### src/design/issue_params.svh
// ~~~~~~~~~~~~~~~~~~~~~~~~~~~~~~~~~~~~~~~~~~~~~~~~~~~~~~~~~~~~
// issue stage parameters
// register file size, buffer depth, unit latencies, counter
// ~~~~~~~~~~~~~~~~~~~~~~~~~~~~~~~~~~~~~~~~~~~~~~~~~~~~~~~~~~~~
`ifndef ISSUE_PARAMS_SVH
`define ISSUE_PARAMS_SVH

// architectural registers and index width
`define ISSUE_NUM_REGS 32
`define ISSUE_REG_W 5

// entries in the issue buffer
`define ISSUE_BUF_DEPTH 2

// cycles from the issuing edge to the finish cycle
`define ISSUE_ALU_LAT 1
`define ISSUE_MUL_LAT 3

// issued micro-op counter width
`define ISSUE_CNT_W 16

`endif

### src/design/issue_pkg.sv
// ~~~~~~~~~~~~~~~~~~~~~~~~~~~~~~~~~~~~~~~~~~~~~~~~~~~~~~~~~~~~
// issue stage types
// micro-op class and the decoded slot carried through issue
// ~~~~~~~~~~~~~~~~~~~~~~~~~~~~~~~~~~~~~~~~~~~~~~~~~~~~~~~~~~~~
`default_nettype none

`include "issue_params.svh"

package issue_pkg;

    // which execute resource a micro-op needs
    typedef enum logic [1:0] {
        uop_nop = 2'd0,
        uop_alu = 2'd1,
        uop_mul = 2'd2
    } uop_class_t;

    // one decoded micro-op as offered by fetch
    typedef struct packed {
        logic                    valid;
        uop_class_t              cls;
        // rd of 0 never marks a register busy
        logic [`ISSUE_REG_W-1:0] rd;
        logic [`ISSUE_REG_W-1:0] rj;
        logic [`ISSUE_REG_W-1:0] rk;
        logic [31:0]             imm;
        logic [31:0]             pc;
        // exception code, carried only
        logic [6:0]              exc;
    } issue_slot_t;

endpackage

`default_nettype wire

### src/design/issue_buffer.sv
// ~~~~~~~~~~~~~~~~~~~~~~~~~~~~~~~~~~~~~~~~~~~~~~~~~~~~~~~~~~~~
// issue buffer
// two-entry in-order queue between fetch and issue select
// ~~~~~~~~~~~~~~~~~~~~~~~~~~~~~~~~~~~~~~~~~~~~~~~~~~~~~~~~~~~~
`default_nettype none

`include "issue_params.svh"

module issue_buffer
    import issue_pkg::*;
(
    input  logic        clk,
    input  logic        arst_n,
    input  logic        flush,
    input  issue_slot_t fetch0,
    input  issue_slot_t fetch1,
    output logic [1:0]  num_read,
    input  logic        eu0_en,
    input  logic        eu1_en,
    output issue_slot_t head0,
    output issue_slot_t head1
);

    logic [1:0]  cnt_q;
    logic [1:0]  cnt_d;
    issue_slot_t ent0_q;
    issue_slot_t ent1_q;
    issue_slot_t ent0_d;
    issue_slot_t ent1_d;
    logic [1:0]  n_out;
    logic [1:0]  occ_left;
    logic [1:0]  free;
    logic [1:0]  occ;

    // occupancy once this cycle's issue has left
    assign n_out    = {1'b0, eu0_en} + {1'b0, eu1_en};
    assign occ_left = cnt_q - n_out;
    assign free     = 2'(`ISSUE_BUF_DEPTH) - occ_left;

    // nothing is taken while flushing
    assign num_read = flush ? 2'd0 : free;

    // drop issued entries, compact, append valid arrivals
    always_comb begin
        ent0_d = (n_out == 2'd1) ? ent1_q : ent0_q;
        ent1_d = ent1_q;
        occ    = occ_left;
        if (num_read != 2'd0 && fetch0.valid) begin
            if (occ == 2'd0) begin
                ent0_d = fetch0;
            end else begin
                ent1_d = fetch0;
            end
            occ = occ + 2'd1;
        end
        // bubbles are consumed but never stored
        if (num_read == 2'd2 && fetch1.valid) begin
            if (occ == 2'd0) begin
                ent0_d = fetch1;
            end else begin
                ent1_d = fetch1;
            end
            occ = occ + 2'd1;
        end
        cnt_d = occ;
    end

    always_ff @(posedge clk or negedge arst_n) begin
        if (!arst_n) begin
            cnt_q <= 2'd0;
        end else if (flush) begin
            cnt_q <= 2'd0;
        end else begin
            cnt_q <= cnt_d;
        end
    end

    always_ff @(posedge clk) begin
        ent0_q <= ent0_d;
        ent1_q <= ent1_d;
    end

    // valid comes from occupancy, stale entries never look live
    always_comb begin
        head0       = ent0_q;
        head1       = ent1_q;
        head0.valid = (cnt_q != 2'd0);
        head1.valid = (cnt_q == 2'd2);
    end

endmodule

`default_nettype wire

### src/design/issue_scoreboard.sv
// ~~~~~~~~~~~~~~~~~~~~~~~~~~~~~~~~~~~~~~~~~~~~~~~~~~~~~~~~~~~~
// issue scoreboard
// one ready bit per register, finish seen in the same cycle
// ~~~~~~~~~~~~~~~~~~~~~~~~~~~~~~~~~~~~~~~~~~~~~~~~~~~~~~~~~~~~
`default_nettype none

`include "issue_params.svh"

module issue_scoreboard (
    input  logic                      clk,
    input  logic                      arst_n,
    input  logic                      flush,
    input  logic                      eu0_en,
    input  logic                      eu1_en,
    input  logic [`ISSUE_REG_W-1:0]   eu0_rd,
    input  logic [`ISSUE_REG_W-1:0]   eu1_rd,
    input  logic                      fin0,
    input  logic                      fin1,
    input  logic [`ISSUE_REG_W-1:0]   fin0_rd,
    input  logic [`ISSUE_REG_W-1:0]   fin1_rd,
    output logic [`ISSUE_NUM_REGS-1:0] ready_mask
);

    logic [`ISSUE_NUM_REGS-1:0] rdy_q;
    logic [`ISSUE_NUM_REGS-1:0] rdy_fin;
    logic [`ISSUE_NUM_REGS-1:0] rdy_d;

    // finish first, so a consumer can go in its producer's finish cycle
    always_comb begin
        rdy_fin = rdy_q;
        if (fin0) begin
            rdy_fin[fin0_rd] = 1'b1;
        end
        if (fin1) begin
            rdy_fin[fin1_rd] = 1'b1;
        end
    end

    // then mark the new destinations busy, r0 excluded
    always_comb begin
        rdy_d = rdy_fin;
        if (eu0_en && eu0_rd != '0) begin
            rdy_d[eu0_rd] = 1'b0;
        end
        if (eu1_en && eu1_rd != '0) begin
            rdy_d[eu1_rd] = 1'b0;
        end
    end

    assign ready_mask = rdy_fin;

    always_ff @(posedge clk or negedge arst_n) begin
        if (!arst_n) begin
            rdy_q <= '1;
        end else if (flush) begin
            rdy_q <= '1;
        end else begin
            rdy_q <= rdy_d;
        end
    end

endmodule

`default_nettype wire

### src/design/issue_select.sv
// ~~~~~~~~~~~~~~~~~~~~~~~~~~~~~~~~~~~~~~~~~~~~~~~~~~~~~~~~~~~~
// issue select
// in-order dual-issue decision for the two buffer heads
// ~~~~~~~~~~~~~~~~~~~~~~~~~~~~~~~~~~~~~~~~~~~~~~~~~~~~~~~~~~~~
`default_nettype none

`include "issue_params.svh"

module issue_select
    import issue_pkg::*;
(
    input  issue_slot_t                head0,
    input  issue_slot_t                head1,
    input  logic [`ISSUE_NUM_REGS-1:0] ready_mask,
    input  logic                       eu0_ready,
    input  logic                       eu1_ready,
    input  logic                       dual_issue_en,
    output logic                       eu0_en,
    output logic                       eu1_en
);

    logic h0_nop;
    logic h0_ops_ok;
    logic h1_ops_ok;
    logic h1_conflict;
    logic h1_is_alu;

    // a plain nop reads nothing, it only has to retire
    assign h0_nop    = (head0.cls == uop_nop) && (head0.exc == '0);
    assign h0_ops_ok = h0_nop || (ready_mask[head0.rj] && ready_mask[head0.rk]);

    // older slot goes to eu0, both alu and mul
    assign eu0_en = head0.valid && eu0_ready && h0_ops_ok;

    assign h1_ops_ok = ready_mask[head1.rj] && ready_mask[head1.rk];
    assign h1_is_alu = (head1.cls == uop_alu);

    // head1 may not read or rewrite what head0 writes this cycle
    assign h1_conflict = (head0.rd != '0) &&
                         ((head1.rj == head0.rd) ||
                          (head1.rk == head0.rd) ||
                          (head1.rd == head0.rd));

    // younger never passes older, eu1 is alu only
    assign eu1_en = eu0_en &&
                    dual_issue_en &&
                    head1.valid &&
                    h1_is_alu &&
                    eu1_ready &&
                    h1_ops_ok &&
                    !h1_conflict;

endmodule

`default_nettype wire

### src/design/issue_ctrl.sv
// ~~~~~~~~~~~~~~~~~~~~~~~~~~~~~~~~~~~~~~~~~~~~~~~~~~~~~~~~~~~~
// issue control
// dual-issue enable bit and issued micro-op counter
// ~~~~~~~~~~~~~~~~~~~~~~~~~~~~~~~~~~~~~~~~~~~~~~~~~~~~~~~~~~~~
`default_nettype none

`include "issue_params.svh"

module issue_ctrl (
    input  logic                   clk,
    input  logic                   arst_n,
    input  logic                   flush,
    input  logic                   cfg_we,
    input  logic                   cfg_dual,
    input  logic                   eu0_en,
    input  logic                   eu1_en,
    output logic                   dual_issue_en,
    output logic [`ISSUE_CNT_W-1:0] issued_count
);

    localparam int CNT_W = `ISSUE_CNT_W;

    logic [CNT_W-1:0] n_issued;

    assign n_issued = CNT_W'(eu0_en) + CNT_W'(eu1_en);

    // dual issue on out of reset
    always_ff @(posedge clk or negedge arst_n) begin
        if (!arst_n) begin
            dual_issue_en <= 1'b1;
        end else if (cfg_we) begin
            dual_issue_en <= cfg_dual;
        end
    end

    // issues in a flush cycle are killed, so they are not counted
    always_ff @(posedge clk or negedge arst_n) begin
        if (!arst_n) begin
            issued_count <= '0;
        end else if (!flush) begin
            issued_count <= issued_count + n_issued;
        end
    end

endmodule

`default_nettype wire

### src/design/exec_unit.sv
// ~~~~~~~~~~~~~~~~~~~~~~~~~~~~~~~~~~~~~~~~~~~~~~~~~~~~~~~~~~~~
// execute unit model
// holds one destination for a fixed latency, then pulses finish
// ~~~~~~~~~~~~~~~~~~~~~~~~~~~~~~~~~~~~~~~~~~~~~~~~~~~~~~~~~~~~
`default_nettype none

`include "issue_params.svh"

module exec_unit
    import issue_pkg::*;
(
    input  logic                    clk,
    input  logic                    arst_n,
    input  logic                    flush,
    input  logic                    en,
    input  issue_slot_t             slot,
    output logic                    ready,
    output logic                    finish,
    output logic [`ISSUE_REG_W-1:0] finish_rd
);

    localparam int LAT_W = $clog2(`ISSUE_MUL_LAT + 1);

    logic                    busy_q;
    logic [LAT_W-1:0]        left_q;
    logic [LAT_W-1:0]        lat;
    logic [`ISSUE_REG_W-1:0] rd_q;

    // nops take the alu path
    assign lat = (slot.cls == uop_mul) ? LAT_W'(`ISSUE_MUL_LAT) : LAT_W'(`ISSUE_ALU_LAT);

    // finish in the lat-th cycle after the issuing edge
    assign finish    = busy_q && (left_q == LAT_W'(1));
    assign finish_rd = rd_q;

    // free again in the finish cycle
    assign ready = !busy_q || finish;

    always_ff @(posedge clk or negedge arst_n) begin
        if (!arst_n) begin
            busy_q <= 1'b0;
            left_q <= '0;
        end else if (flush) begin
            busy_q <= 1'b0;
            left_q <= '0;
        end else if (en) begin
            busy_q <= 1'b1;
            left_q <= lat;
        end else if (busy_q) begin
            busy_q <= !finish;
            left_q <= left_q - LAT_W'(1);
        end
    end

    always_ff @(posedge clk) begin
        if (en) begin
            rd_q <= slot.rd;
        end
    end

endmodule

`default_nettype wire

### src/design/issue_top.sv
// ~~~~~~~~~~~~~~~~~~~~~~~~~~~~~~~~~~~~~~~~~~~~~~~~~~~~~~~~~~~~
// issue stage top
// buffer, scoreboard, select and control with two execute units
// ~~~~~~~~~~~~~~~~~~~~~~~~~~~~~~~~~~~~~~~~~~~~~~~~~~~~~~~~~~~~
`default_nettype none

`include "issue_params.svh"

module issue_top
    import issue_pkg::*;
(
    input  logic                    clk,
    input  logic                    arst_n,
    input  logic                    flush,
    input  logic                    cfg_we,
    input  logic                    cfg_dual,
    input  issue_slot_t             fetch0,
    input  issue_slot_t             fetch1,
    output logic [1:0]              num_read,
    output logic                    eu0_en,
    output logic                    eu1_en,
    output issue_slot_t             eu0_slot,
    output issue_slot_t             eu1_slot,
    output logic                    fin0,
    output logic                    fin1,
    output logic [`ISSUE_REG_W-1:0] fin0_rd,
    output logic [`ISSUE_REG_W-1:0] fin1_rd,
    output logic [`ISSUE_CNT_W-1:0] issued_count
);

    logic [`ISSUE_NUM_REGS-1:0] ready_mask;
    logic                       eu0_ready;
    logic                       eu1_ready;
    logic                       dual_issue_en;

    // the buffer heads are what the units receive
    issue_buffer u_buffer (
        .clk      (clk),
        .arst_n   (arst_n),
        .flush    (flush),
        .fetch0   (fetch0),
        .fetch1   (fetch1),
        .num_read (num_read),
        .eu0_en   (eu0_en),
        .eu1_en   (eu1_en),
        .head0    (eu0_slot),
        .head1    (eu1_slot)
    );

    issue_scoreboard u_scoreboard (
        .clk        (clk),
        .arst_n     (arst_n),
        .flush      (flush),
        .eu0_en     (eu0_en),
        .eu1_en     (eu1_en),
        .eu0_rd     (eu0_slot.rd),
        .eu1_rd     (eu1_slot.rd),
        .fin0       (fin0),
        .fin1       (fin1),
        .fin0_rd    (fin0_rd),
        .fin1_rd    (fin1_rd),
        .ready_mask (ready_mask)
    );

    issue_select u_select (
        .head0         (eu0_slot),
        .head1         (eu1_slot),
        .ready_mask    (ready_mask),
        .eu0_ready     (eu0_ready),
        .eu1_ready     (eu1_ready),
        .dual_issue_en (dual_issue_en),
        .eu0_en        (eu0_en),
        .eu1_en        (eu1_en)
    );

    issue_ctrl u_ctrl (
        .clk           (clk),
        .arst_n        (arst_n),
        .flush         (flush),
        .cfg_we        (cfg_we),
        .cfg_dual      (cfg_dual),
        .eu0_en        (eu0_en),
        .eu1_en        (eu1_en),
        .dual_issue_en (dual_issue_en),
        .issued_count  (issued_count)
    );

    // eu0 runs alu and mul
    exec_unit u_eu0 (
        .clk       (clk),
        .arst_n    (arst_n),
        .flush     (flush),
        .en        (eu0_en),
        .slot      (eu0_slot),
        .ready     (eu0_ready),
        .finish    (fin0),
        .finish_rd (fin0_rd)
    );

    // eu1 only ever gets alu work from select
    exec_unit u_eu1 (
        .clk       (clk),
        .arst_n    (arst_n),
        .flush     (flush),
        .en        (eu1_en),
        .slot      (eu1_slot),
        .ready     (eu1_ready),
        .finish    (fin1),
        .finish_rd (fin1_rd)
    );

endmodule

`default_nettype wire

### config.mk
export PLATFORM = sky130hd
export DESIGN_NAME = issue_top
export DESIGN_NICKNAME = d
export VERILOG_FILES = /design/src/design/issue_pkg.sv /design/src/design/issue_buffer.sv /design/src/design/issue_scoreboard.sv /design/src/design/issue_select.sv /design/src/design/issue_ctrl.sv /design/src/design/exec_unit.sv /design/src/design/issue_top.sv
export VERILOG_INCLUDE_DIRS = /design/src /design/src/design
export SDC_FILE = /design/constraint.sdc
export NUM_CORES = 1
export LEC_CHECK = 0
export BUFFER_PORTS_ARGS = -buffer_cell sky130_fd_sc_hd__buf_2
export CAP_MARGIN = 20
export CORE_MARGIN = 2
export CORE_UTILIZATION = 40
export CTS_CLUSTER_SIZE = 12
export DETAILED_ROUTE_END_ITERATION = 7
export SYNTH_ARGS = -nofsm -noshare
export SYNTH_HDL_FRONTEND = slang
export SYNTH_SLANG_ARGS = --single-unit
### constraint.sdc
create_clock -name clk -period 7.2 [get_ports clk]
set_input_delay 1.08 -clock clk [delete_from_list [all_inputs] [get_ports clk]]
set_output_delay 1.08 -clock clk [all_outputs]
set_load 0.05 [all_outputs]
==> impl_metrics.ini, run 1 <==
[synthesis]
synthCells = 1612
synth-seq-cells = 243
synthFlopType = dfxtp_1
ys_types = 74
syn_area_per_cell_sq_um = 8.393
syn_area_sq_mm = 0.01353
synthArstFlopShare_pct = 23.46
yosysWarningCount = 0
ys_seq_area_share_pct = 39.11
synth_nets = 1805
synth_edf_count = 10

[cells_and_area]
syn_to_final_growth_pct = 25.43
mostFrequentLayoutCell = buf_2
nets = 2135
layout_common_cells = buf_2 (392), nand2_1 (341), o21ai_0 (267), mux2i_1 (184), dfxtp_1 (176)
regArea_sq_mm = 0.005291
layoutNonFillerInstCount = 2419
drive_above_1_share_pct = 27.85
multi_input_comb_area_sq_mm = 0.007695
fillCellCount = 3291

[status]
status = complete, no violations

[clock_network]
root_buffer = clkbuf_16
h-tree-depth = 1
tritoncts = built
cts_buffer_depth = 3
clock_latency_ps = 570
cts.clk_slew.worst_paths_ps = 60
cts_buffers = 28
clkSinkCount = 243
postCtsHoldBufs = 0

[worst_hold_path]
hold_depth = 1
min_path_type = flop to flop

[power]
combPwrFrac_pct = 60.3
power_density_mw_per_mm2 = 618.7
ir_worst_vdd_v = 0.0003536
swShare_pct = 54.21
p_int_mw = 4.807
seqPwrFrac_pct = 25.9
p_clk_share_pct = 13.8
power_leakage_nw = 7.602
p_sw_mw = 5.692

[detailed_routing]
drc = 0
ant_nets = 0
wirelength_mm = 52.06
first_pass_iters = 6
vias = 13520
wire_per_inst_um = 21.52
via_per_inst = 5.590
drt_iter0_drc = 906
met1_length_mm = 20.50
wl_met3_mm = 4.418
top_layer_used = met5
dr_wl_met2_mm = 25.41

[floorplan]
die_w_um = 187.9
core_sq_mm = 0.03345
rows = 67
die-height_um = 187.9
num_io_pins = 393
fp.dieArea_sq_mm = 0.03531
start_util_pct = 40.45

[global_route]
track_usage_pct = 28.30
first_global_vias = 12880
grt_start_max_net_pins = 139
grt_antenna_before_repair = 12
grt_pass1_wl_mm = 77.96
gr-total-overflow = 0

[setup_path]
crit_path_end = num_read[1]
critical_path_class = flop to primary output
reg2reg_to = u_buffer.head1[81]$_DFF_P_
cp_max_fo = 11
crit_path_end_kind = primary output
rrSetupSlack_ps = 700
r2r_start = u_eu1.left_q[0]$_DFFE_PN0P_
start_kind = flop
cp_data_required_time_ps = 6120
timing.reg2reg.worst_path_depth = 19
crit_start = u_eu1.left_q[0]$_DFFE_PN0P_
cp.arrival_ps = 5830

[sta]
tns_ps = 0
skew_ps = 30.59
worstMarginPinSlew_ps = 1092
fmax_mhz = 144.7
rsz0062_at_grt = false
slew_violations = 0
finalHoldViolations = 0
fin_crit_ps = 6909
fin_worst_hold_slack_ps = 473.3
setup_viol = 0
timing.final.crit_share_pct = 95.96
worst_slack_ps = 290.9
maxSlewHeadroom_pct = 27.18

[place]
globalplace.congestion = 0.9490
dp_slack_ps = 697.6
port_buffers = 392
dp.cells = 2359
dpl.hpwl_mm = 38.37

[job]
maxCapViolCount = 0
timing repair:
item	in CTS	in global routing
setup buffers	0	0
resized for setup	0	3
setup endpoints to repair	0	1
registers in the layout, indices dropped and copies added (netlist names):
name                  flops
u_ctrl.dual_issue_en      1
u_buffer.cnt_q            2
u_ctrl.issued_count      16
u_buffer.head1           88
u_eu1.left_q              2
u_eu0.busy_q              1
u_eu1.busy_q              1
u_eu0.finish_rd           5
u_buffer.head0           88
u_eu1.finish_rd           5
u_scoreboard.rdy_q       32
u_eu0.left_q              2
final cells by class:
| type | instances | area share [%] |
|---|---|---|
| Clock inverter | 13 | 0.8258 |
| Timing Repair Buffer | 433 | 14.23 |
| Multi-Input combinational cell | 1223 | 45.34 |
| Tap cell | 448 | 3.303 |
| Antenna cell | 7 | 0.1032 |
| Sequential cell | 243 | 31.18 |
| Inverter | 13 | 0.2875 |
| Clock buffer | 39 | 4.726 |
worst min-delay path by stage:
stage,startpoint,endpoint,slack [ps]
floorplan,u_eu1.left_q[1]$_DFFE_PN0P_,u_eu1.left_q[1]$_DFFE_PN0P_,520
global placement,u_ctrl.issued_count[15]$_DFFE_PN0N_,u_ctrl.issued_count[15]$_DFFE_PN0N_,460
detailed placement,u_ctrl.issued_count[15]$_DFFE_PN0N_,u_ctrl.issued_count[15]$_DFFE_PN0N_,460
CTS,u_ctrl.issued_count[15]$_DFFE_PN0N_,u_ctrl.issued_count[15]$_DFFE_PN0N_,470
global route,u_ctrl.issued_count[15]$_DFFE_PN0N_,u_ctrl.issued_count[15]$_DFFE_PN0N_,510
finish,u_ctrl.issued_count[15]$_DFFE_PN0N_,u_ctrl.issued_count[15]$_DFFE_PN0N_,470
cells by family after synthesis:
kind of cell    Yosys count  share of synthesized area (%)
mux                     189                          14.11
compound gates          446                          19.90
flops                   243                          39.11
fa+ha+maj                10                         0.9803
simple gates            545                          19.38
xor+xnor                 33                          2.136
buf+inv                 146                          4.374
routing by layer:
layer  vias up  global-route usage (%)
li1       6443                       -
met1      6381                   34.24
met2       585                   48.13
met3       103                   7.786
met4        10                   10.27
met5         -                       0
synthesized netlist by cell type (all sizes together), types with 5 or more instances:
library cell / n / area, sq um
nand4b: 5 / 43.79
nor3: 21 / 120.1
a22oi: 8 / 65.06
xnor2: 19 / 166.4
nand3: 25 / 125.1
buf: 31 / 160.1
a21oi: 51 / 255.2
o22ai: 6 / 37.54
dfxtp: 176 / 3523
nor3b: 13 / 127.6
clkbuf: 102 / 382.9
nor2b: 18 / 112.6
inv: 12 / 45.04
mux2i: 184 / 1842
o21ai: 268 / 1341
and3: 9 / 56.30
a221oi: 26 / 264.0
a221o: 9 / 90.09
nand3b: 5 / 37.54
ha: 9 / 112.6
xor2: 14 / 122.6
o31ai: 24 / 180.2
a31oi: 6 / 37.54
nand2: 341 / 1280
nand2b: 16 / 100.1
o211ai: 8 / 60.06
dfrtp: 24 / 600.6
and4b: 6 / 60.06
edfxtp: 10 / 300.3
and2: 7 / 43.79
nand4: 9 / 56.30
and3b: 7 / 61.31
dfstp: 33 / 867.1
o32ai: 12 / 105.1
nor2: 38 / 142.6
nor4: 9 / 116.4
power groups by stage:
stage	Combinational [mW]	Sequential, mW	Clock [mW]
after global routing	6.83	2.79	1.53
after global placement	6.20	2.71	0
after detailed placement	6.28	2.72	0
final	6.33	2.72	1.45
after CTS	6.29	2.71	1.48
after floorplan	3.02	4.27	0
metrics by stage:
step / utilization [%] / cell area, sq um / power (mW)
after floorplan: - / 13530 / 7.289
after global placement: 47.79 / 15990 / 8.907
after detailed placement: 47.79 / 15990 / 8.996
after CTS: 50.61 / 16930 / 10.47
after global routing: 50.73 / 16970 / 11.15
final: 50.74 / 16970 / 10.50
worst max-delay path: stages (launching register included):
cell and delay [ps]:
dfrtp_1 390, ha_1 260, and4_1 390, a221oi_1 840
mux2i_1 170, a22oi_1 260, a32oi_1 130, o211ai_1 240
or3b_1 550, inv_1 360, ha_4 310, ha_1 200
xor2_1 150, xnor2_1 230, ha_1 320, nor2_1 180
buf_2 310
No activity file was read; power rests on OpenSTA's default activity.
==> run 2, diff against run 1 <==
RECOVER_POWER = 50   (was unset)
==> run 2 against run 1 <==
Against the previous run: sequential power about the same; cell area decreased by 1.5%; clock-buffer cell count unchanged; the run now ends with max-capacitance violations, max-slew violations left; via count about the same; sequential share of layout area increased by 0.46 points; final cell count unchanged.
==> impl_metrics.ini, run 2 (synthesis results as in run 1) <==
[setup_path]
r2r_start = u_eu1.left_q[0]$_DFFE_PN0P_
rrSetupSlack_ps = 710
cp.arrival_ps = 5820
start_kind = flop
critical_path_class = flop to primary output
crit_path_end_kind = primary output
crit_start = u_eu1.left_q[0]$_DFFE_PN0P_
cp_max_fo = 11
cp_data_required_time_ps = 6120

[cells_and_area]
syn_to_final_growth_pct = 23.61
layout_common_cells = nand2_1 (341), o21ai_0 (267), buf_2 (201), clkbuf_1 (198), mux2i_1 (184)
mostFrequentLayoutCell = nand2_1
nets = 2135
drive_above_1_share_pct = 18.02

[floorplan]
die-height_um = 187.9
rows = 67
die_w_um = 187.9
num_io_pins = 393
fp.dieArea_sq_mm = 0.03531
start_util_pct = 40.45
core_sq_mm = 0.03345

[power]
swShare_pct = 55.00
p_sw_mw = 5.699
p_clk_share_pct = 14.0
seqPwrFrac_pct = 26.3
ir_worst_vdd_v = 0.0003507
combPwrFrac_pct = 59.7
power_leakage_nw = 7.007
p_int_mw = 4.663
power_density_mw_per_mm2 = 619.6

[global_route]
grt_pass1_wl_mm = 77.96
first_global_vias = 12880
gr-total-overflow = 0
grt_start_max_net_pins = 139
grt_antenna_before_repair = 11
track_usage_pct = 28.30

[clock_network]
root_buffer = clkbuf_16
cts_buffers = 28
h-tree-depth = 1
post_cts_buffers = 0
clock_latency_ps = 570
clkSinkCount = 243
cts_buffer_depth = 3
tritoncts = built
cts.clk_slew.worst_paths_ps = 60

[sta]
worstMarginPinSlew_ps = 3175
slew_violations = 58
timing.final.crit_share_pct = 95.78
setup_viol = 0
worst_slack_ps = 303.8
finalHoldViolations = 0
fmax_mhz = 145.0
skew_ps = 33.87
rsz0062_at_grt = false
fin_crit_ps = 6896
tns_ps = 0
maxSlewHeadroom_pct = -111.6

[detailed_routing]
ant_nets = 0
via_per_inst = 5.592
first_pass_iters = 6
wirelength_mm = 51.85
vias = 13530
drc = 0
drt_iter0_drc = 958
wire_per_inst_um = 21.43

[place]
port_buffers = 392
dp_slack_ps = 697.6
dpl.hpwl_mm = 38.37
globalplace.congestion = 0.9490

[job]
maxCapViolCount = 1

[worst_hold_path]
min_path_type = flop to flop
hp-start = u_ctrl.issued_count[15]$_DFFE_PN0N_

[status]
violations = max-capacitance violations, max-slew violations
status = finished with violations
==> run 2: critical path, cell delays in order, from the launching register on <==
cell and delay (ps):
dfrtp_1 390, ha_1 260, and4_1 390, a221oi_1 850, mux2i_1 170, a22oi_1 250
a32oi_1 130, o211ai_1 240, or3b_1 550, inv_1 360, ha_4 310, ha_1 200
xor2_1 150, xnor2_1 230, ha_1 320, nor2_1 180, buf_2 310
==> run 2: stage by stage <==
step	std cells	util [%]	area (sq um)	hold WS [ps]	total power, mW
floorplan	1612	-	13530	521.3	7.289
global placement	2359	47.79	15990	455.0	8.907
detailed placement	2359	47.79	15990	457.2	8.996
CTS	2411	50.61	16930	473.0	10.47
global route	2418	49.99	16720	511.1	11.01
finish	2419	50.00	16720	474.7	10.36
==> run 2: layout make-up <==
type	count	area [sq um]
antenna	7	17.52
clock buffer	39	802.0
clock inverter	13	140.1
fill	3367	16720
inverter	13	48.80
multi-input combinational	1223	7695
sequential	243	5291
tap	448	560.5
timing repair buffer	433	2168
==> run 2: metal layers <==
metal,track usage [%],vias to the layer above,part of all wire [%]
li1,-,6450,-
met1,34.24,6320,39
met2,48.13,636,49
met3,7.786,113,8.5
met4,10.27,8,3.4
met5,0,-,0.083
==> run 2: repair_timing <==
action	in CTS	in global routing
gates resized for setup	0	3
endpoints found under the setup margin	0	1
hold buffers	0	0
==> run 2: worst paths after layout <==
kind | to | cells after the start
worst max-delay path | num_read[1] | 16
worst min-delay path | u_ctrl.issued_count[15]$_DFFE_PN0N_ | 1
worst max register to register | u_buffer.head1[81]$_DFF_P_ | 19
worst min register to register | u_ctrl.issued_count[15]$_DFFE_PN0N_ | 1
max in group asynchronous | u_ctrl.issued_count[14]$_DFFE_PN0N_ | 2
min in group asynchronous | u_eu0.left_q[1]$_DFFE_PN0P_ | 2
==> run 2: power by group through the flow <==
stage / Sequential (mW) / Clock, mW / Combinational (mW)
4_1_cts: 2.71 / 1.48 / 6.29
2_1_floorplan: 4.27 / 0 / 3.02
3_3_place_gp: 2.71 / 0 / 6.20
5_1_grt: 2.80 / 1.53 / 6.68
3_5_place_dp: 2.72 / 0 / 6.28
6_report: 2.73 / 1.45 / 6.19
==> run 3, diff against run 2 <==
--- a/config.mk
+++ b/config.mk
@@ -7,5 +7,5 @@
 export NUM_CORES = 1
 export LEC_CHECK = 0
-export BUFFER_PORTS_ARGS = -buffer_cell sky130_fd_sc_hd__buf_2
+export BUFFER_PORTS_ARGS = -buffer_cell sky130_fd_sc_hd__buf_4
 export CAP_MARGIN = 20
 export CORE_MARGIN = 2
@@ -14,4 +14,5 @@
 export DETAILED_ROUTE_END_ITERATION = 7
 export RECOVER_POWER = 50
+export SKIP_LAST_GASP = 1
 export SYNTH_ARGS = -nofsm -noshare
 export SYNTH_HDL_FRONTEND = slang
==> constraint.sdc (replaced) <==
create_clock -name clk -period 7.2 [get_ports clk]
set_input_delay 1.08 -clock clk [delete_from_list [all_inputs] [get_ports clk]]
set_output_delay 1.08 -clock clk [all_outputs]
set_load 0.1 [all_outputs]
==> run 3 against run 2 <==
Against the previous run: the run still ends with max-capacitance violations, max-slew violations left; worst hold slack gained 6.5 ps; fmax grew 0.48%; utilization grew 1.2 points; highest routed layer unchanged; routed wire length grew 4.0%; largest cell class unchanged; via count grew 0.58%; cell area grew 2.4%.
==> impl_metrics.ini, run 3 (synthesis results as in run 1) <==
[status]
status = finished with violations
violations = max-capacitance violations, max-slew violations

[setup_path]
cp_max_fo = 9
r2r_start = u_eu1.left_q[1]$_DFFE_PN0P_
critical_path_class = flop to primary output
cp.arrival_ps = 5780
max_stage_delay_ps = 630
crit_slowest_cell = or3b_1
crit_path_end_kind = primary output
reg2reg_to = u_buffer.head0[52]$_DFF_P_
cpMostUsedCell = ha_1
rrSetupSlack_ps = 940
critical_path.cell_chain = inv_1, ha_1, and4b_1, a221oi_2, mux4_2, o21ai_1, o32a_1, or3b_1, or2_4, inv_2, ha_4, ha_1, xor2_1, xnor2_1, ha_1, nor2_4, buf_4
start_kind = flop
timing.reg2reg.worst_path_depth = 21
cp_data_required_time_ps = 6120

[detailed_routing]
vias = 13610
wire_per_inst_um = 22.44
wirelength_mm = 53.94
via_per_inst = 5.659
ant_nets = 0
first_pass_iters = 6
drc = 0
drt_iter0_drc = 930

[sta]
setup_viol = 0
fin_crit_ps = 6863
maxSlewHeadroom_pct = -116.7
finalHoldViolations = 0
timing.final.crit_share_pct = 95.32
tns_ps = 0
skew_ps = 26.91
rsz0062_at_grt = false
worstMarginPinSlew_ps = 3251
slew_violations = 91
fmax_mhz = 145.7

[worst_hold_path]
min_path_type = flop to flop
hold_end = u_ctrl.issued_count[15]$_DFFE_PN0N_
hold_depth = 1
hp-start = u_ctrl.issued_count[15]$_DFFE_PN0N_

[clock_network]
post_cts_buffers = 0
cts.clk_slew.worst_paths_ps = 60
h-tree-depth = 1
cts_buffers = 28
tritoncts = built
clock_latency_ps = 580
clkSinkCount = 243
postCtsHoldBufs = 0
cts_buffer_depth = 3
root_buffer = clkbuf_16

[cells_and_area]
multi_input_comb_area_sq_mm = 0.007751
final_area_sq_mm = 0.01713
fillCellCount = 3337
drive_above_1_share_pct = 18.02
syn_to_final_growth_pct = 26.63
nets = 2124
mostFrequentLayoutCell = nand2_1
regArea_sq_mm = 0.005291
layout_common_cells = nand2_1 (341), o21ai_0 (267), buf_4 (220), clkbuf_1 (202), mux2i_1 (184)

[floorplan]
fp.dieArea_sq_mm = 0.03531
num_io_pins = 393
core_sq_mm = 0.03345
start_util_pct = 40.45
die_w_um = 187.9
rows = 67
die-height_um = 187.9

[place]
dpl.hpwl_mm = 39.02
port_buffers = 392
globalplace.congestion = 0.9402
place_area_sq_mm = 0.01685

[global_route]
first_global_vias = 13050
grt_start_max_net_pins = 97
gr-total-overflow = 0
grt_antenna_before_repair = 4
grt_pass1_wl_mm = 81.01
track_usage_pct = 29.60

[job]
maxCapViolCount = 2
==> run 3: cell types whose count changed in the layout (fill, tap and decap cells not counted), moves of 2 or more <==
cell        delta
buf_2        -201
buf_4        +193
a221oi_1       -7
a221oi_2       +7
buf_12         -4
clkbuf_1       +4
clkbuf_8       -4
diode_2        -4
clkinvlp_4     +3
clkinv_1       -2
nor2_1         -2
==> run 3: area by class of cell <==
type	count	share of cell area (%)
Inverter	13	0.2848
Sequential cell	243	30.89
Clock buffer	39	4.448
Antenna cell	3	0.04382
Multi-Input combinational cell	1223	45.25
Clock inverter	13	1.001
Tap cell	448	3.272
Timing Repair Buffer	422	14.82
==> run 3: per-stage QoR <==
step	hold WS (ps)	util, %	worst slack, ps	instances
2_1_floorplan	521.3	-	168.7	1612
3_3_place_gp	459.4	50.38	717.9	2348
3_5_place_dp	463.8	50.38	720.4	2348
4_1_cts	483.0	53.17	82.08	2400
5_1_grt	500.6	51.22	29.29	2404
6_report	481.2	51.22	336.8	2404
==> run 3: how the worst max path moves through the flow <==
stage / startpoint / to / slack [ps] / depth (start not counted)
after floorplan: u_eu1.finish_rd[0]$_DFFE_PP_ / u_buffer.head0[86]$_DFF_P_ / 170 / 24
after global placement: u_eu1.left_q[0]$_DFFE_PN0P_ / num_read[1] / 720 / 15
after detailed placement: u_eu1.left_q[0]$_DFFE_PN0P_ / num_read[1] / 720 / 15
after CTS: u_eu1.left_q[0]$_DFFE_PN0P_ / num_read[1] / 80 / 15
after global routing: u_eu1.left_q[0]$_DFFE_PN0P_ / num_read[1] / 30 / 16
final: u_eu1.left_q[1]$_DFFE_PN0P_ / num_read[1] / 340 / 17
==> run 3: critical path: cells and delay by family, from the launching register on <==
| family | cells | cell delay (ps) |
|---|---|---|
| and+or+nand+nor | 4 | 1650 |
| adders and majority gates | 4 | 1020 |
| AOI/OAI and AO/OA | 3 | 690 |
| buffers and inverters | 3 | 580 |
| muxes | 1 | 560 |
| DFF | 1 | 370 |
| xor gates and xnor gates | 2 | 350 |
==> run 3: what timing repair did <==
action	CTS	global route
hold endpoints to repair	0	0
endpoints found under the setup margin	0	1
gates resized for setup	0	11
==> run 3: metal layers <==
layer / share of wire, % / vias up / GRT usage, %
met5: 0.024 / - / 0
met4: 3.9 / 2 / 10.72
met3: 9.2 / 124 / 7.842
met2: 47 / 598 / 48.92
met1: 40 / 6453 / 37.18
li1: - / 6428 / -
Power of run 3 is left out: the tool's default activity adds up to more than one toggle a clock period on the data nets, which glitch-free logic cannot reach.
